## config.mk

```make
export PLATFORM = sky130hd
export DESIGN_NAME = sprBank_flat
export DESIGN_NICKNAME = d
export VERILOG_FILES = /design/src/gprFilePkg.sv /design/src/stageLanesIf.sv /design/src/sprBank.sv /design/src/flat_wrapper.sv
export VERILOG_INCLUDE_DIRS = /design/src /design/src/src
export SDC_FILE = /design/constraint.sdc
export NUM_CORES = 1
export LEC_CHECK = 0
export BUFFER_PORTS_ARGS = -buffer_cell sky130_fd_sc_hd__buf_2
export CAP_MARGIN = 20
export CORE_MARGIN = 10
export CORE_UTILIZATION = 45
export CTS_CLUSTER_SIZE = 8
export DETAILED_ROUTE_END_ITERATION = 10
export PLACE_DENSITY = 0.85
export SLEW_MARGIN = 5
export SYNTH_ARGS = -nofsm -noshare
export SYNTH_HDL_FRONTEND = slang
export SYNTH_SLANG_ARGS = --single-unit
```

## constraint.sdc

```tcl
create_clock -name clock -period 1.5 [get_ports clock]
set_input_delay 0.15 -clock clock [delete_from_list [all_inputs] [get_ports clock]]
set_output_delay 0.15 -clock clock [all_outputs]
set_load 0.1 [all_outputs]
```

## src/gprfile_settings.svh

```systemverilog
// Sizing for the three-lane GPR file
// ID_WIDTH has to leave the top id bit free for the special register space
// Ids below GPR_COUNT address GPRs, so GPR_COUNT must not exceed half the id space
// IMM_WIDTH counts the sign bit of a decoded immediate
`ifndef GPRFILE_SETTINGS_SVH
`define GPRFILE_SETTINGS_SVH

// GPR array depth
`define GPR_COUNT 32

// Register width
`define VALUE_WIDTH 64

// Immediate incl. sign bit
`define IMM_WIDTH 33

// Register id width
`define ID_WIDTH 6

`endif

```

## src/gprFilePkg.sv

```systemverilog
// Types and register ids for the GPR file
// Ids with the top bit set are specials, IMM and ZZR sit at the end of that space
// Any special id not named here reads as zero
`default_nettype none

package gprFilePkg;

`include "gprfile_settings.svh"

	typedef logic [`ID_WIDTH-1:0] gprId_t;		// Register id
	typedef logic [`VALUE_WIDTH-1:0] regValue_t;	// Register value
	typedef logic [`IMM_WIDTH-1:0] immValue_t;	// Top bit is sign

	// Which bank holds the newest copy of a GPR
	typedef enum logic [1:0]
	{
		bankA = 2'd0,	// Written by lane A
		bankB = 2'd1,	// Written by lane B
		bankC = 2'd2	// Written by lane C
	} bankSel_t;

	// Special register ids
	localparam gprId_t idDlr = 6'h20;
	localparam gprId_t idDhr = 6'h21;
	localparam gprId_t idSp = 6'h2F;

	// Pseudo sources, never written and never forwarded
	localparam gprId_t idImm = 6'h3E;	// Lane immediate
	localparam gprId_t idZzr = 6'h3F;	// Reads zero

endpackage

`default_nettype wire

```

## src/stageLanesIf.sv

```systemverilog
// Destination ids and values of one pipeline stage, three lanes wide
// A lane that writes nothing carries idZzr as its id
`timescale 1ns/1ps
`default_nettype none

interface stageLanesIf
	import gprFilePkg::*;
();

	gprId_t idA;		// Lane 1 destination
	gprId_t idB;		// Lane 2 destination
	gprId_t idC;		// Lane 3 destination
	regValue_t valA;
	regValue_t valB;
	regValue_t valC;

	// Driven from the top level stage ports
	modport producer
	(
		output idA, idB, idC,
		output valA, valB, valC
	);

	// Banks, special registers and operand selectors
	modport consumer
	(
		input idA, idB, idC,
		input valA, valB, valC
	);

endinterface

`default_nettype wire

```

## src/sprBank.sv

```systemverilog
// DLR, DHR and SP, written from the writeback lanes
// SP tracks spIn on every enabled edge unless a lane writes idSp on that edge
// All three clear on reset and freeze under hold or wbFlush
`timescale 1ns/1ps
`default_nettype none

module sprBank
	import gprFilePkg::*;
(
	input wire logic clock,
	input wire logic rstN,
	input wire logic hold,
	input wire logic wbFlush,
	stageLanesIf.consumer wb,
	input wire regValue_t spIn,
	output regValue_t dlr,
	output regValue_t dhr,
	output regValue_t sp
);

	gprId_t laneId [3];
	regValue_t laneVal [3];
	logic [2:0] hitDlr, hitDhr, hitSp;	// Per lane match
	regValue_t dlrNext, dhrNext, spNext;
	logic wrEn;

	assign laneId[0] = wb.idA;
	assign laneId[1] = wb.idB;
	assign laneId[2] = wb.idC;
	assign laneVal[0] = wb.valA;
	assign laneVal[1] = wb.valB;
	assign laneVal[2] = wb.valC;
	assign wrEn = !hold && !wbFlush;

	always_comb
	begin
		dlrNext = dlr;		// DLR/DHR keep their value
		dhrNext = dhr;
		spNext = spIn;		// SP follows the external copy
		for (int i = 0; i < 3; i++)
		begin
			hitDlr[i] = (laneId[i] == idDlr);
			hitDhr[i] = (laneId[i] == idDhr);
			hitSp[i] = (laneId[i] == idSp);
			if (hitDlr[i])
				dlrNext = laneVal[i];
			if (hitDhr[i])
				dhrNext = laneVal[i];
			if (hitSp[i])
				spNext = laneVal[i];
		end
	end

	always_ff @(posedge clock or negedge rstN)
	begin
		if (!rstN)
		begin
			dlr <= '0;
			dhr <= '0;
			sp <= '0;
		end
		else if (wrEn)
		begin
			dlr <= dlrNext;
			dhr <= dhrNext;
			sp <= spNext;
		end
	end

	// At most one writeback lane per special register
	wbSprDistinct: assert property (@(posedge clock) disable iff (!rstN)
		wrEn |-> ($onehot0(hitDlr) && $onehot0(hitDhr) && $onehot0(hitSp)));

endmodule

`default_nettype wire

```

## src/flat_wrapper.sv

```systemverilog
// flat-port wrapper written by rule: the top's interface ports become plain ports
module sprBank_flat import gprFilePkg::*;
  (clock, rstN, hold, wbFlush, spIn, dlr, dhr, sp, wb_idA, wb_idB, wb_idC, wb_valA, wb_valB, wb_valC);
  stageLanesIf wb_i ();
  input wire logic clock;
  input wire logic rstN;
  input wire logic hold;
  input wire logic wbFlush;
  input wire regValue_t spIn;
  output regValue_t dlr;
  output regValue_t dhr;
  output regValue_t sp;
  input wire logic [$bits(wb_i.idA)-1:0] wb_idA;
  input wire logic [$bits(wb_i.idB)-1:0] wb_idB;
  input wire logic [$bits(wb_i.idC)-1:0] wb_idC;
  input wire logic [$bits(wb_i.valA)-1:0] wb_valA;
  input wire logic [$bits(wb_i.valB)-1:0] wb_valB;
  input wire logic [$bits(wb_i.valC)-1:0] wb_valC;
  assign wb_i.idA = wb_idA;
  assign wb_i.idB = wb_idB;
  assign wb_i.idC = wb_idC;
  assign wb_i.valA = wb_valA;
  assign wb_i.valB = wb_valB;
  assign wb_i.valC = wb_valC;
  sprBank u_core (.clock(clock), .rstN(rstN), .hold(hold), .wbFlush(wbFlush), .wb(wb_i), .spIn(spIn), .dlr(dlr), .dhr(dhr), .sp(sp));
endmodule
```

### Word-level counts from Yosys, hierarchy flattened

Index checks and enable logic that the tools add are counted.

| word-level totals | value |
|---|---|
| bits of input ports | 278 |
| bits in latches | 0 |
| word-level logic and storage cells | 28 |
| memories | 0 |
| output and inout port bits | 192 |
| memory bits (read-only) | 0 |
| bits in registers | 192 |
| bits in writable memories | 0 |

| operators by class | value |
|---|---|
| reductions and logical operators | 7 |
| div/mod/pow operators | 0 |
| add/subtract/negate cells | 0 |
| $mul | 0 |
| shift-type cells | 0 |
| eq/ne operators | 9 |
| mux-type cells | 9 |
| bitwise gates (word level) | 0 |
| magnitude comparators | 0 |

Operator list:

| cell | number |
|---|---|
| two-way mux 64 bit | 9 |
| == test 6 bit, second input constant | 9 |
| nonzero test 3 bit | 2 |
| AND reduction 2 bit | 2 |
| zero test 1 bit | 2 |
| logical AND 1 bit | 1 |

### Logic depth before layout (Yosys ltp)

| depth | value |
|---|---|
| depth after elaboration | 4 |
| gate-level depth with buffers | 8 |
| gate-level depth less buffers | 4 |

### Least setup slack after synthesis

OpenSTA, ideal clock, no wires.

| timing path | value |
|---|---|
| path kind | input -> register |
| start point | input port wb_idC[1] |
| end point | register u_core.dlr[10] |
| data required time | 1375 ps |
| arrival | 1797 ps |
| setup time | 125 ps |
| path slack | -422 ps |
| cell stages on the path | 7 |
| cells stage by stage | or3_1 clkbuf_1 or2_1 a311o_1 buf_6 buf_6 mux2_4 |

| on the way | value |
|---|---|
| word-level cells in the longest chain between the ends | 3 |
| elaborated cells on any way between the ends | 4 |
| classes of those cells | 1 x eq/ne; 1 x mux; 2 x reduce/logical |

Ends and longest elaborated chain:

| element | line | text |
|---|---|---|
| start, declared | flat_wrapper.sv:15 | `input wire logic [$bits(wb_i.idC)-1:0] wb_idC;` |
| == test 6 bit (*) | sprBank.sv:42 | `hitDlr[i] = (laneId[i] == idDlr);` |
| nonzero test 3 bit (no line) | -- |  |
| AND reduction 2 bit (no line) | -- |  |
| end signal, assigned | sprBank.sv:64 | `dlr <= dlrNext;` |
| end, declared | sprBank.sv:16 | `output regValue_t dlr,` |

Every way passes the cells marked *; elsewhere a longest branch is shown, timed or not.
A chain may end at the register's enable or synchronous reset.

### Worst setup path in the final report

| timing path | value |
|---|---|
| start point | input port wb_idC[4] |
| end point | register u_core.dlr[19] |

Same word-level chain as after synthesis.

==> summary.md <==
| Metric | Value |
|---|---|
| Slowest-stage cell, CP | or3b_4 |
| Setup Skew | 0 ns |
| Synth warnings | 0 |
| Synthesis-stage register bit count | 192 |
| CP delay by family, top | simple AND/OR/NAND/NOR gates |
| Worst hold start | wb_valC[55] |
| CP Buf/Inv Count | 3 |
| Total grt overflow | 0 |
| Vias per inst | 6.57 |
| Clock slew at reported path FFs | 0.07 ns |
| Sequential fraction of the synthesis area | 0.373 |
| Die area | 0.0358 mm2 |
| Fin. Hold Viols | 0 |
| Failing checks | negative setup slack |
| Core area | between 0.02 and 0.03 mm2 |
| Worst vdd ir | 0.865 mV |
| Power Dens Cells | between 1000 and 1500 mW/mm2 |
| Htree depth | 4 |
| Reg2reg path depth | 3 |
| Clock root buffer | clkbuf_16 |
| Normalized max-slew margin | 0.395 |
| CP arrival | roughly 1.9 ns |
| FF-to-FF Start | u_core.sp[63] |
| Cts bufs inserted | 17 |
| WHS | roughly 0.02 ns |
| Final Worst Setup Slack | -0.0995 ns |
| Average cell area after synthesis | 8.73 um2 |
| WHS Path Cells | 3 |
| Largest area contributor in the netlist | dfrtp_1 |
| Initial antenna violation count | 13 |
| Post-synth net total | 1752 |
| Routed WL | 60.5 mm |
| Most used cells in the layout excluding fill and tap cells | buf_2, dfrtp_1, a31oi_1, nor3_1, nand2_1 |
| DR DRC count | 0 |
| Synth top area share | 0.373 |
| Row count | between 60 and 70 |
| Slew @ Worst Pin | between 0.9 and 1 ns |
| Synth cell types | 34 |
| DPL Wire Length | 42.0 mm |
| Period utilization | 1.07 |
| Slew Viols, Final | 0 |
| Clk buf depth | 2 |
| Area Overhead vs Synth | 33.9% |
| Final Cell Area | 0.0172 mm2 |
| Clock Latency Late Sink | 0.42 ns |
| CP Class | in -> reg |
| Vias in the first global route | around 16000 |
| Max Fclk | 625 MHz |
| Number of max-cap violations | 0 |
| Path type of the worst min-delay path | in -> reg |
| CP required | around 1.8 ns |
| Post-route ant nets | 0 |
| DIE WIDTH | 189 um |
| Via count | 15300 |
| WP depth | 7 |
| Largest net degree at the start of global routing | 65 |
| CP startpoint kind | input pin |
| Placed Cells | between 2000 and 2500 |
| Sink Count | 192 |
| CP Cell Sequence | buf_6 -> or3b_4 -> or2_4 -> a311o_2 -> buf_12 -> buf_12 -> mux2_4 |
| Layout cells sized above 1 | 0.380 |
| Mapped Cells | 1474 |
| Setup crit end kind | flop |
| Final Non-Filler Cells | 2323 |
| Status | finished with violations |
| Tmin final | 1.60 ns |
| Final setup viols | 63 |
| I/O pin count | between 400 and 500 |
| Most common cell after layout, fill and taps aside | buf_2 |
| CTS tree | built |
| Placed inst area | 0.0161 mm2 |
| Starting Density | 0.459 |
| RSZ-0062 raised after global routing | yes |
| DIE HEIGHT | 189 um |
| First-pass GRT wire length | 91.2 mm |
| CP max stage delay | 0.38 ns |
| Nets | 2202 |
| PortBufs | 469 |
| Ranking of synthesized cells by area | dfrtp_1, a31oi_1, mux2_4 |
| Initial DRT Pass Iterations | 9 |
| Most used cell, CP | buf_12 |
| Gpl congestion | 0.916 |
| Leak | 0.00835 uW |
| Crit Path Max Fanout | 18 |
| Crit path launch | wb_idC[4] |
| Drt wl/cell | 26.0 um |
| Tot GR Track Use | 0.320 |
| Iter 0 DRT Violations | 1915 |
| Post-Syn Area | 0.0129 mm2 |
-- flip-flops by register name, indices dropped and copies added, names as in the netlist --
signal      cells
u_core.dhr     64
u_core.dlr     64
u_core.sp      64
-- cell usage after synthesis --
master and number:
nor4_1 1, nand3b_1 2, or3_1 1, mux2_2 68, and3b_1 60, o21ai_2 1
clkbuf_1 142, buf_2 20, nand2b_1 1, or3b_2 1, o22ai_1 1, a31oi_1 192
nor4b_1 1, a211oi_1 64, nand4_1 1, mux2_4 60, buf_6 7, or4_1 1
buf_1 1, a311o_1 1, nor2_1 67, nand3_1 9, o21ai_0 128, and4_1 1
dfrtp_1 192, and3_1 65, o21ai_1 1, nand2_1 122, or4b_2 1, or2_2 2
nor3_1 129, or2_1 1, nor2b_1 66, o31ai_1 64
-- what timing repair did --
item,4_1_cts,5_1_grt
setup buffers,2,2
hold buffers,42,0
pin swaps,0,1
gates resized for setup,4,8
hold endpoints to repair,81,0
setup endpoints to repair,65,93
cloned,1,1
-- through the flow --
| stage | utilization | total power (uW) | setup WS (ns) | setup TNS, ns |
|---|---|---|---|---|
| floorplan | - | 15600 | -0.325 | -27.51 |
| global placement | 0.575 | 18100 | -0.561 | -66.34 |
| detailed placement | 0.575 | 18300 | -0.576 | -69.20 |
| CTS | 0.612 | 22800 | -0.0981 | -5.03 |
| global route | 0.615 | 23500 | -0.0931 | -4.59 |
| finish | 0.615 | 22900 | -0.0995 | -5.14 |
-- path summary, 6_finish.rpt --
| path | endpoint | slack, ns |
|---|---|---|
| min in group asynchronous | u_core.dlr[42] | 0.26 |
| hold reg to reg | u_core.dhr[35] | 0.50 |
| max in group asynchronous | u_core.dlr[27] | 0.61 |
| setup reg to reg | u_core.sp[63] | 0.53 |
| hold / removal | u_core.sp[55] | 0.02 |
| setup / recovery | u_core.dlr[19] | -0.1 |
-- routing by layer --
layer / up-vias / GRT usage / wire [um]
met1: 7136 / 0.368 / 20700
met2: 1385 / 0.528 / 28300
li1: 6395 / - / -
met4: 12 / 0.182 / 3610
met3: 329 / 0.0888 / 7790
met5: - / 0 / 74
-- final cells by class --
cell class	count	area, um2
Sequential cell	192	4800
Clock buffer	21	450
Tap cell	378	473
Multi-Input combinational cell	1112	7460
Clock inverter	11	98.8
Fill cell	2392	10800
Antenna cell	8	20.0
Timing Repair Buffer	601	3930
-- cells by family after synthesis --
| logic type | after synthesis | synth area share |
|---|---|---|
| multiplexers | 128 | 0.130 |
| flip-flops | 192 | 0.373 |
| AND/OR/NAND/NOR | 532 | 0.221 |
| buffers and inverters | 170 | 0.0556 |
| AO/OA/AOI/OAI | 452 | 0.220 |
-- worst min-delay path, cell delays in order --
cell and delay (ns):
buf_2 0.11, a31oi_1 0.08, o31ai_1 0.06
-- where the power goes --
group	switching (uW)	total (uW)	internal [uW]	leakage, uW
logic	9250	11600	2360	0.00562
clock network	2260	4490	2230	0.000263
registers	648	6770	6120	0.00246
(Power assumes the default switching activity.)
