===== config.mk =====
export PLATFORM = sky130hd
export DESIGN_NAME = operandSelect_flat
export DESIGN_NICKNAME = d
export VERILOG_FILES = /design/src/gprFilePkg.sv /design/src/stageLanesIf.sv /design/src/operandSelect.sv /design/src/flat_wrapper.sv
export VERILOG_INCLUDE_DIRS = /design/src /design/src/src
export SDC_FILE = /design/constraint.sdc
export NUM_CORES = 1
export LEC_CHECK = 0
export ABC_AREA = 0
export BUFFER_PORTS_ARGS = -buffer_cell sky130_fd_sc_hd__buf_2
export CAP_MARGIN = 10
export CORE_AREA = 5 5 387 389
export DETAILED_ROUTE_END_ITERATION = 12
export DIE_AREA = 0 0 392 394
export GPL_TIMING_DRIVEN = 0
export PLACE_DENSITY_LB_ADDON = 0.05
export SLEW_MARGIN = 20
export SYNTH_ARGS = -nofsm -noshare
export SYNTH_HDL_FRONTEND = slang
export SYNTH_SLANG_ARGS = --single-unit

===== constraint.sdc =====
create_clock -name vclk -period 4
set_input_delay 0.8 -clock vclk [all_inputs]
set_output_delay 0.8 -clock vclk [all_outputs]
set_load 0.02 [all_outputs]

===== src/gprfile_settings.svh =====
// Sizing for the three-lane GPR file
// ID_WIDTH has to leave the top id bit free for the special register space
// Ids below GPR_COUNT address GPRs, so GPR_COUNT must not exceed half the id space
// IMM_WIDTH counts the sign bit of a decoded immediate
`ifndef GPRFILE_SETTINGS_SVH
`define GPRFILE_SETTINGS_SVH

// GPR array depth
`define GPR_COUNT 32

// Register width
`define VALUE_WIDTH 64

// Immediate incl. sign bit
`define IMM_WIDTH 33

// Register id width
`define ID_WIDTH 6

`endif


===== src/gprFilePkg.sv =====
// Types and register ids for the GPR file
// Ids with the top bit set are specials, IMM and ZZR sit at the end of that space
// Any special id not named here reads as zero
`default_nettype none

package gprFilePkg;

`include "gprfile_settings.svh"

	typedef logic [`ID_WIDTH-1:0] gprId_t;		// Register id
	typedef logic [`VALUE_WIDTH-1:0] regValue_t;	// Register value
	typedef logic [`IMM_WIDTH-1:0] immValue_t;	// Top bit is sign

	// Which bank holds the newest copy of a GPR
	typedef enum logic [1:0]
	{
		bankA = 2'd0,	// Written by lane A
		bankB = 2'd1,	// Written by lane B
		bankC = 2'd2	// Written by lane C
	} bankSel_t;

	// Special register ids
	localparam gprId_t idDlr = 6'h20;
	localparam gprId_t idDhr = 6'h21;
	localparam gprId_t idSp = 6'h2F;

	// Pseudo sources, never written and never forwarded
	localparam gprId_t idImm = 6'h3E;	// Lane immediate
	localparam gprId_t idZzr = 6'h3F;	// Reads zero

endpackage

`default_nettype wire


===== src/stageLanesIf.sv =====
// Destination ids and values of one pipeline stage, three lanes wide
// A lane that writes nothing carries idZzr as its id
`timescale 1ns/1ps
`default_nettype none

interface stageLanesIf
	import gprFilePkg::*;
();

	gprId_t idA;		// Lane 1 destination
	gprId_t idB;		// Lane 2 destination
	gprId_t idC;		// Lane 3 destination
	regValue_t valA;
	regValue_t valB;
	regValue_t valC;

	// Driven from the top level stage ports
	modport producer
	(
		output idA, idB, idC,
		output valA, valB, valC
	);

	// Banks, special registers and operand selectors
	modport consumer
	(
		input idA, idB, idC,
		input valA, valB, valC
	);

endinterface

`default_nettype wire


===== src/operandSelect.sv =====
// One operand read port, purely combinational
// Decodes the source id, then overrides with the newest in-flight result
// Priority is EX1 over EX2 over WB, lane A over B over C
// Forwarding ignores wbFlush, a flushed WB result still forwards
`timescale 1ns/1ps
`default_nettype none

`include "gprfile_settings.svh"

module operandSelect
	import gprFilePkg::*;
(
	input wire gprId_t srcId,
	input wire regValue_t gprVal,		// Live bank copy for srcId
	input wire regValue_t dlr,
	input wire regValue_t dhr,
	input wire regValue_t sp,
	input wire immValue_t imm,		// Lane immediate
	stageLanesIf.consumer ex1,
	stageLanesIf.consumer ex2,
	stageLanesIf.consumer wb,
	output regValue_t operand
);

	regValue_t baseVal;
	regValue_t immExt;
	logic fwdOk;

	// Sign bit replicated into the upper word
	assign immExt = {{(`VALUE_WIDTH-`IMM_WIDTH){imm[`IMM_WIDTH-1]}}, imm};

	// IMM and ZZR are constants, no stage can produce them
	assign fwdOk = (srcId != idImm) && (srcId != idZzr);

	// Base value from the register id
	always_comb
	begin
		if (srcId < `GPR_COUNT)
			baseVal = gprVal;
		else
		begin
			case (srcId)
				idDlr: baseVal = dlr;
				idDhr: baseVal = dhr;
				idSp: baseVal = sp;
				idImm: baseVal = immExt;
				default: baseVal = '0;		// ZZR and unknown ids
			endcase
		end
	end

	// Bypass, youngest stage first
	always_comb
	begin
		if (!fwdOk)
			operand = baseVal;
		else if (srcId == ex1.idA)
			operand = ex1.valA;
		else if (srcId == ex1.idB)
			operand = ex1.valB;
		else if (srcId == ex1.idC)
			operand = ex1.valC;
		else if (srcId == ex2.idA)
			operand = ex2.valA;
		else if (srcId == ex2.idB)
			operand = ex2.valB;
		else if (srcId == ex2.idC)
			operand = ex2.valC;
		else if (srcId == wb.idA)
			operand = wb.valA;		// Not yet committed to the banks
		else if (srcId == wb.idB)
			operand = wb.valB;
		else if (srcId == wb.idC)
			operand = wb.valC;
		else
			operand = baseVal;
	end

endmodule

`default_nettype wire


===== src/flat_wrapper.sv =====
// flat-port wrapper written by rule: the top's interface ports become plain ports
module operandSelect_flat import gprFilePkg::*;
  (srcId, gprVal, dlr, dhr, sp, imm, operand, ex1_idA, ex1_idB, ex1_idC, ex1_valA, ex1_valB, ex1_valC, ex2_idA, ex2_idB, ex2_idC, ex2_valA, ex2_valB, ex2_valC, wb_idA, wb_idB, wb_idC, wb_valA, wb_valB, wb_valC);
  stageLanesIf ex1_i ();
  stageLanesIf ex2_i ();
  stageLanesIf wb_i ();
  input wire gprId_t srcId;
  input wire regValue_t gprVal;
  input wire regValue_t dlr;
  input wire regValue_t dhr;
  input wire regValue_t sp;
  input wire immValue_t imm;
  output regValue_t operand;
  input wire logic [$bits(ex1_i.idA)-1:0] ex1_idA;
  input wire logic [$bits(ex1_i.idB)-1:0] ex1_idB;
  input wire logic [$bits(ex1_i.idC)-1:0] ex1_idC;
  input wire logic [$bits(ex1_i.valA)-1:0] ex1_valA;
  input wire logic [$bits(ex1_i.valB)-1:0] ex1_valB;
  input wire logic [$bits(ex1_i.valC)-1:0] ex1_valC;
  input wire logic [$bits(ex2_i.idA)-1:0] ex2_idA;
  input wire logic [$bits(ex2_i.idB)-1:0] ex2_idB;
  input wire logic [$bits(ex2_i.idC)-1:0] ex2_idC;
  input wire logic [$bits(ex2_i.valA)-1:0] ex2_valA;
  input wire logic [$bits(ex2_i.valB)-1:0] ex2_valB;
  input wire logic [$bits(ex2_i.valC)-1:0] ex2_valC;
  input wire logic [$bits(wb_i.idA)-1:0] wb_idA;
  input wire logic [$bits(wb_i.idB)-1:0] wb_idB;
  input wire logic [$bits(wb_i.idC)-1:0] wb_idC;
  input wire logic [$bits(wb_i.valA)-1:0] wb_valA;
  input wire logic [$bits(wb_i.valB)-1:0] wb_valB;
  input wire logic [$bits(wb_i.valC)-1:0] wb_valC;
  assign ex1_i.idA = ex1_idA;
  assign ex1_i.idB = ex1_idB;
  assign ex1_i.idC = ex1_idC;
  assign ex1_i.valA = ex1_valA;
  assign ex1_i.valB = ex1_valB;
  assign ex1_i.valC = ex1_valC;
  assign ex2_i.idA = ex2_idA;
  assign ex2_i.idB = ex2_idB;
  assign ex2_i.idC = ex2_idC;
  assign ex2_i.valA = ex2_valA;
  assign ex2_i.valB = ex2_valB;
  assign ex2_i.valC = ex2_valC;
  assign wb_i.idA = wb_idA;
  assign wb_i.idB = wb_idB;
  assign wb_i.idC = wb_idC;
  assign wb_i.valA = wb_valA;
  assign wb_i.valB = wb_valB;
  assign wb_i.valC = wb_valC;
  operandSelect u_core (.srcId(srcId), .gprVal(gprVal), .dlr(dlr), .dhr(dhr), .sp(sp), .imm(imm), .ex1(ex1_i), .ex2(ex2_i), .wb(wb_i), .operand(operand));
endmodule

# Word level (Yosys, flattened, before mapping)
# Cells that the tools add are included.
# word_totals
mem_count,0
latchBits,0
romBits,0
ram_bits,0
in_bits,925
output_inout_bits,64
reg_bits,0
# op_classes
n_shift,0
div_mod_pow,0
n_addsub,0
n_reduce_logical,1
n_eq_ne,15
bitwise,0
n_mux,12
n_lt_le_gt_ge,1
n_mul,0
# op_table
operator,n
64-bit two-way mux,11
64-bit case mux with 4 select lines,1
6-bit equality test,9
6-bit equality test (second input constant),4
6-bit inequality test (second input constant),2
6-bit less-than comparator (second input constant),1
1-bit logical AND,1

# Depth between registers and ports, before layout
# logic_depth
depth_word,13
mapped_depth,12
mapped_depth_nobuf,7

# Worst setup path before layout
# No wires, ideal clock.
# synth_path
path_type,input -> output
startpoint,input port srcId[0]
endpoint,output port operand[53]
path_buffers,4
slack_ps,153
stages,11
t_arrival_ps,3047
path_cell_list,buf_2 buf_4 nand3b_1 or3_1 buf_2 nand4b_2 nor2_2 nor2_4 buf_6 o221ai_1 o32ai_1
# synth_between
elab_chain_len,13
elab_cells_between_ends,29
classes_between,order compare (1); eq/ne (15); mux (12); reduce/logical (1)
# synth_lines
item,line,source
start: declaration,flat_wrapper.sv:7,input wire gprId_t srcId;
6-bit equality test,operandSelect.sv:42,case (srcId)
64-bit case mux with 4 select lines,operandSelect.sv:42,
64-bit two-way mux,operandSelect.sv:38,if (srcId < `GPR_COUNT)
64-bit two-way mux,operandSelect.sv:73,else if (srcId == wb.idC)
64-bit two-way mux,operandSelect.sv:71,else if (srcId == wb.idB)
64-bit two-way mux,operandSelect.sv:69,else if (srcId == wb.idA)
64-bit two-way mux,operandSelect.sv:67,else if (srcId == ex2.idC)
64-bit two-way mux,operandSelect.sv:65,else if (srcId == ex2.idB)
64-bit two-way mux,operandSelect.sv:63,else if (srcId == ex2.idA)
64-bit two-way mux,operandSelect.sv:61,else if (srcId == ex1.idC)
64-bit two-way mux,operandSelect.sv:59,else if (srcId == ex1.idB)
64-bit two-way mux,operandSelect.sv:57,else if (srcId == ex1.idA)
64-bit two-way mux *,operandSelect.sv:55,if (!fwdOk)
end: declaration,flat_wrapper.sv:13,output regValue_t operand;
# Mark *: on every way between the ends. The rest lies on a longest branch, timed or not.

# Final worst setup path
# layout_path
startpoint,input port srcId[3]
endpoint,output port operand[11]
# Same word-level chain as after synthesis.

==> summary.txt <==
Drt
  • Vias: 17500
  • Vias per cell: 3.98
  • Wirelength per Cell: 38.2 µm
  • 1st-iter DRT viols: 1109
  • DRC viols: 0
  • Drt pass-1 iters: 5
  • Routed wire length: 168 mm
  • Antenna Nets Post-Route: 0

STA
  • Slew @ Worst Pin: 0.824 ns
  • Fin crit period: 4.24 ns
  • Max-slew violation count: 0
  • Final Worst Setup Slack: -0.244 ns
  • Final period util: 106%
  • Final hold violation count: 0
  • Max Freq: 236 MHz
  • Final setup vio count: 43
  • Unrepaired setup endpoints after global routing: yes
  • Max-slew headroom: 45.0%

Power
  • Sw Ratio: 54.1%
  • P_sw: 1.33 mW
  • LEAKAGE: 9.10 nW
  • Cell Int Power: approximately 1.1 mW
  • Combinational cell fraction of total power: 100.0%
  • Clock share of power: 0%
  • Peak supply drop: 0.0000585 V
  • Sequential share of power: 0%
  • Pwr dens: 112 mW/mm²

Cells and area
  • Commonest non-fill, non-tap cell in the layout: buf_2
  • Post-route insts no fill: 4403
  • Layout area overhead: 171%
  • CLK BUF: 0
  • Final Util: 15.0%
  • FF+latch area: 0 µm²
  • Final #Nets: about 3400
  • Seq Cell Count: 0
  • Commonest cells after routing, fill and taps aside: buf_2 (931), buf_4 (127), a22oi_1 (90), nand2_1 (90), buf_12 (74)
  • Share of layout cells above drive strength 1: 68.0%

Floorplan
  • Die area: around 0.15 mm²
  • Initial Util: 5.53%
  • Row cnt: 141
  • Core ar.: roughly 0.15 mm²
  • Die span in y: roughly 390 µm
  • Die width: roughly 390 µm
  • # IOs: 989

Worst setup path
  • Critical path class: in -> out
  • Crit path capture type: primary output
  • CP max FO: 6
  • CP arrival: 3.44 ns
  • WP data required: 3.20 ns
  • Startpoint types: input pin

Global route
  • Largest net degree at the start of global routing: 11
  • Met2 Usage GRT: 39.3%
  • Tot GR Track Use: about a fifth
  • Initial antenna violation count: 145
  • Number of global-route vias before repair: 18800
  • Global-route wire length before repair: between 200 and 250 mm
  • GR Util met3: roughly 3.7%
  • GR peak layer: met2
  • Gr ovfl total: 0
  • Met1 global-route usage: 23.8%

Placed design
  • Placed cells: 4197
  • I/O Buffers: 986
  • GPL Wtd Cong: 0.852
  • Hpwl dp: approximately 140 mm

Synth
  • YS warnings: 0
  • Top post-synthesis cells by area: a22oi_1 (11%), a221oi_1 (8.2%), o221ai_1 (6.4%)
  • Syn nets: 2198
  • Synth Cell Area: slightly above 0.008 mm²
  • Synth cell types: 66
  • Post-synth top area share: 11.0%
  • Register area share after synthesis: 0%
  • Syn Area/Cell: approximately 6.4 µm²
  • Instance count of the mapped netlist: between 1000 and 1500
  • Largest area contributor in the netlist: a22oi_1

Run
  • Maxcap violations: 0

Run status
  • Outcome: finished, violations left
  • Failing checks: negative setup slack

Worst hold path
  • Hold WC Path Type: in -> out

CTS
  • # hold bufs at CTS: 0
==> metrics by stage <==
step	cell area (µm²)	hold WS, ns	setup slack, ns	TNS [ns]	total power, mW
6_report	22000	1.97	-0.244	-2.60	2.46
5_1_grt	21900	1.99	-0.267	-6.84	2.59
4_1_cts	20400	1.96	-0.281	-5.55	2.35
3_5_place_dp	15700	2.03	-2.30	-109.46	1.87
3_3_place_gp	15400	2.03	-2.75	-145.40	1.87
2_1_floorplan	8090	1.84	0.153	0	0.681
==> power by group through the flow <==
stage | Clock (mW) | Combinational (mW) | Sequential (mW)
after floorplan | 0 | 0.681 | 0
after global placement | 0 | 1.87 | 0
after detailed placement | 0 | 1.87 | 0
after CTS | 0 | 2.35 | 0
after global routing | 0.000000532 | 2.59 | 0
final | 0.00000112 | 2.46 | 0
==> cell type report <==
class | instances | area, µm²
Timing Repair Buffer | 1171 | 7640
Inverter | 3 | 13.8
Multi-Input combinational cell | 1102 | 9710
Tap cell | 1930 | 2410
Fill cell | 17100 | 124000
Antenna cell | 40 | 100
Buffer | 157 | 2080
==> metal layers <==
layer,part of all wire [%],vias up
met2,53,944
li1,-,7638
met1,39,8648
met5,0.21,-
met3,6.0,236
met4,1.8,58
==> worst max-delay path: stages <==
cell      delay (ns)
buf_12          0.11
buf_16          0.12
or3_4           0.40
nor3_4          0.23
buf_12          0.18
buf_16          0.15
a22oi_2         0.08
nand4_1         0.24
o211ai_1        0.33
a311o_1         0.42
a21oi_2         0.18
buf_6           0.14
==> cells by family after synthesis <==
| group | Yosys count | synth area share [%] |
|---|---|---|
| xor gates and xnor gates | 54 | 5.85 |
| AOI/OAI and AO/OA | 673 | 61.0 |
| muxes | 3 | 0.371 |
| buffers and inverters | 172 | 9.20 |
| and+or+nand+nor | 371 | 23.6 |
==> cell usage after synthesis, types with 14 or more instances <==
master	n
o21ai_0	100
nor2_1	71
a21oi_1	91
o221ai_1	59
a22oi_1	119
a311o_1	17
nand4_1	25
a211oi_1	21
buf_2	49
nand3b_1	17
nand2_1	106
a221oi_1	76
o211ai_1	14
xnor2_1	34
nor3_1	23
o32ai_1	22
clkbuf_1	104
xor2_1	20
or3_1	68
o21a_1	33
o311a_1	17
nand3_1	16
==> repair_timing <==
| item | CTS | global route |
|---|---|---|
| endpoints found under the setup margin | 64 | 64 |
| cloned | 11 | 8 |
| buffers inserted | 122 | 42 |
| resized for setup | 819 | 213 |
| pin swaps | 146 | 137 |
==> final timing paths <==
path	startpoint	endpoint	slack, ns	cells past startpoint
worst max-delay path	srcId[3]	operand[11]	-0.24	12
worst min-delay path	imm[28]	operand[28]	1.97	4
Power figures use the tool's default switching activity.
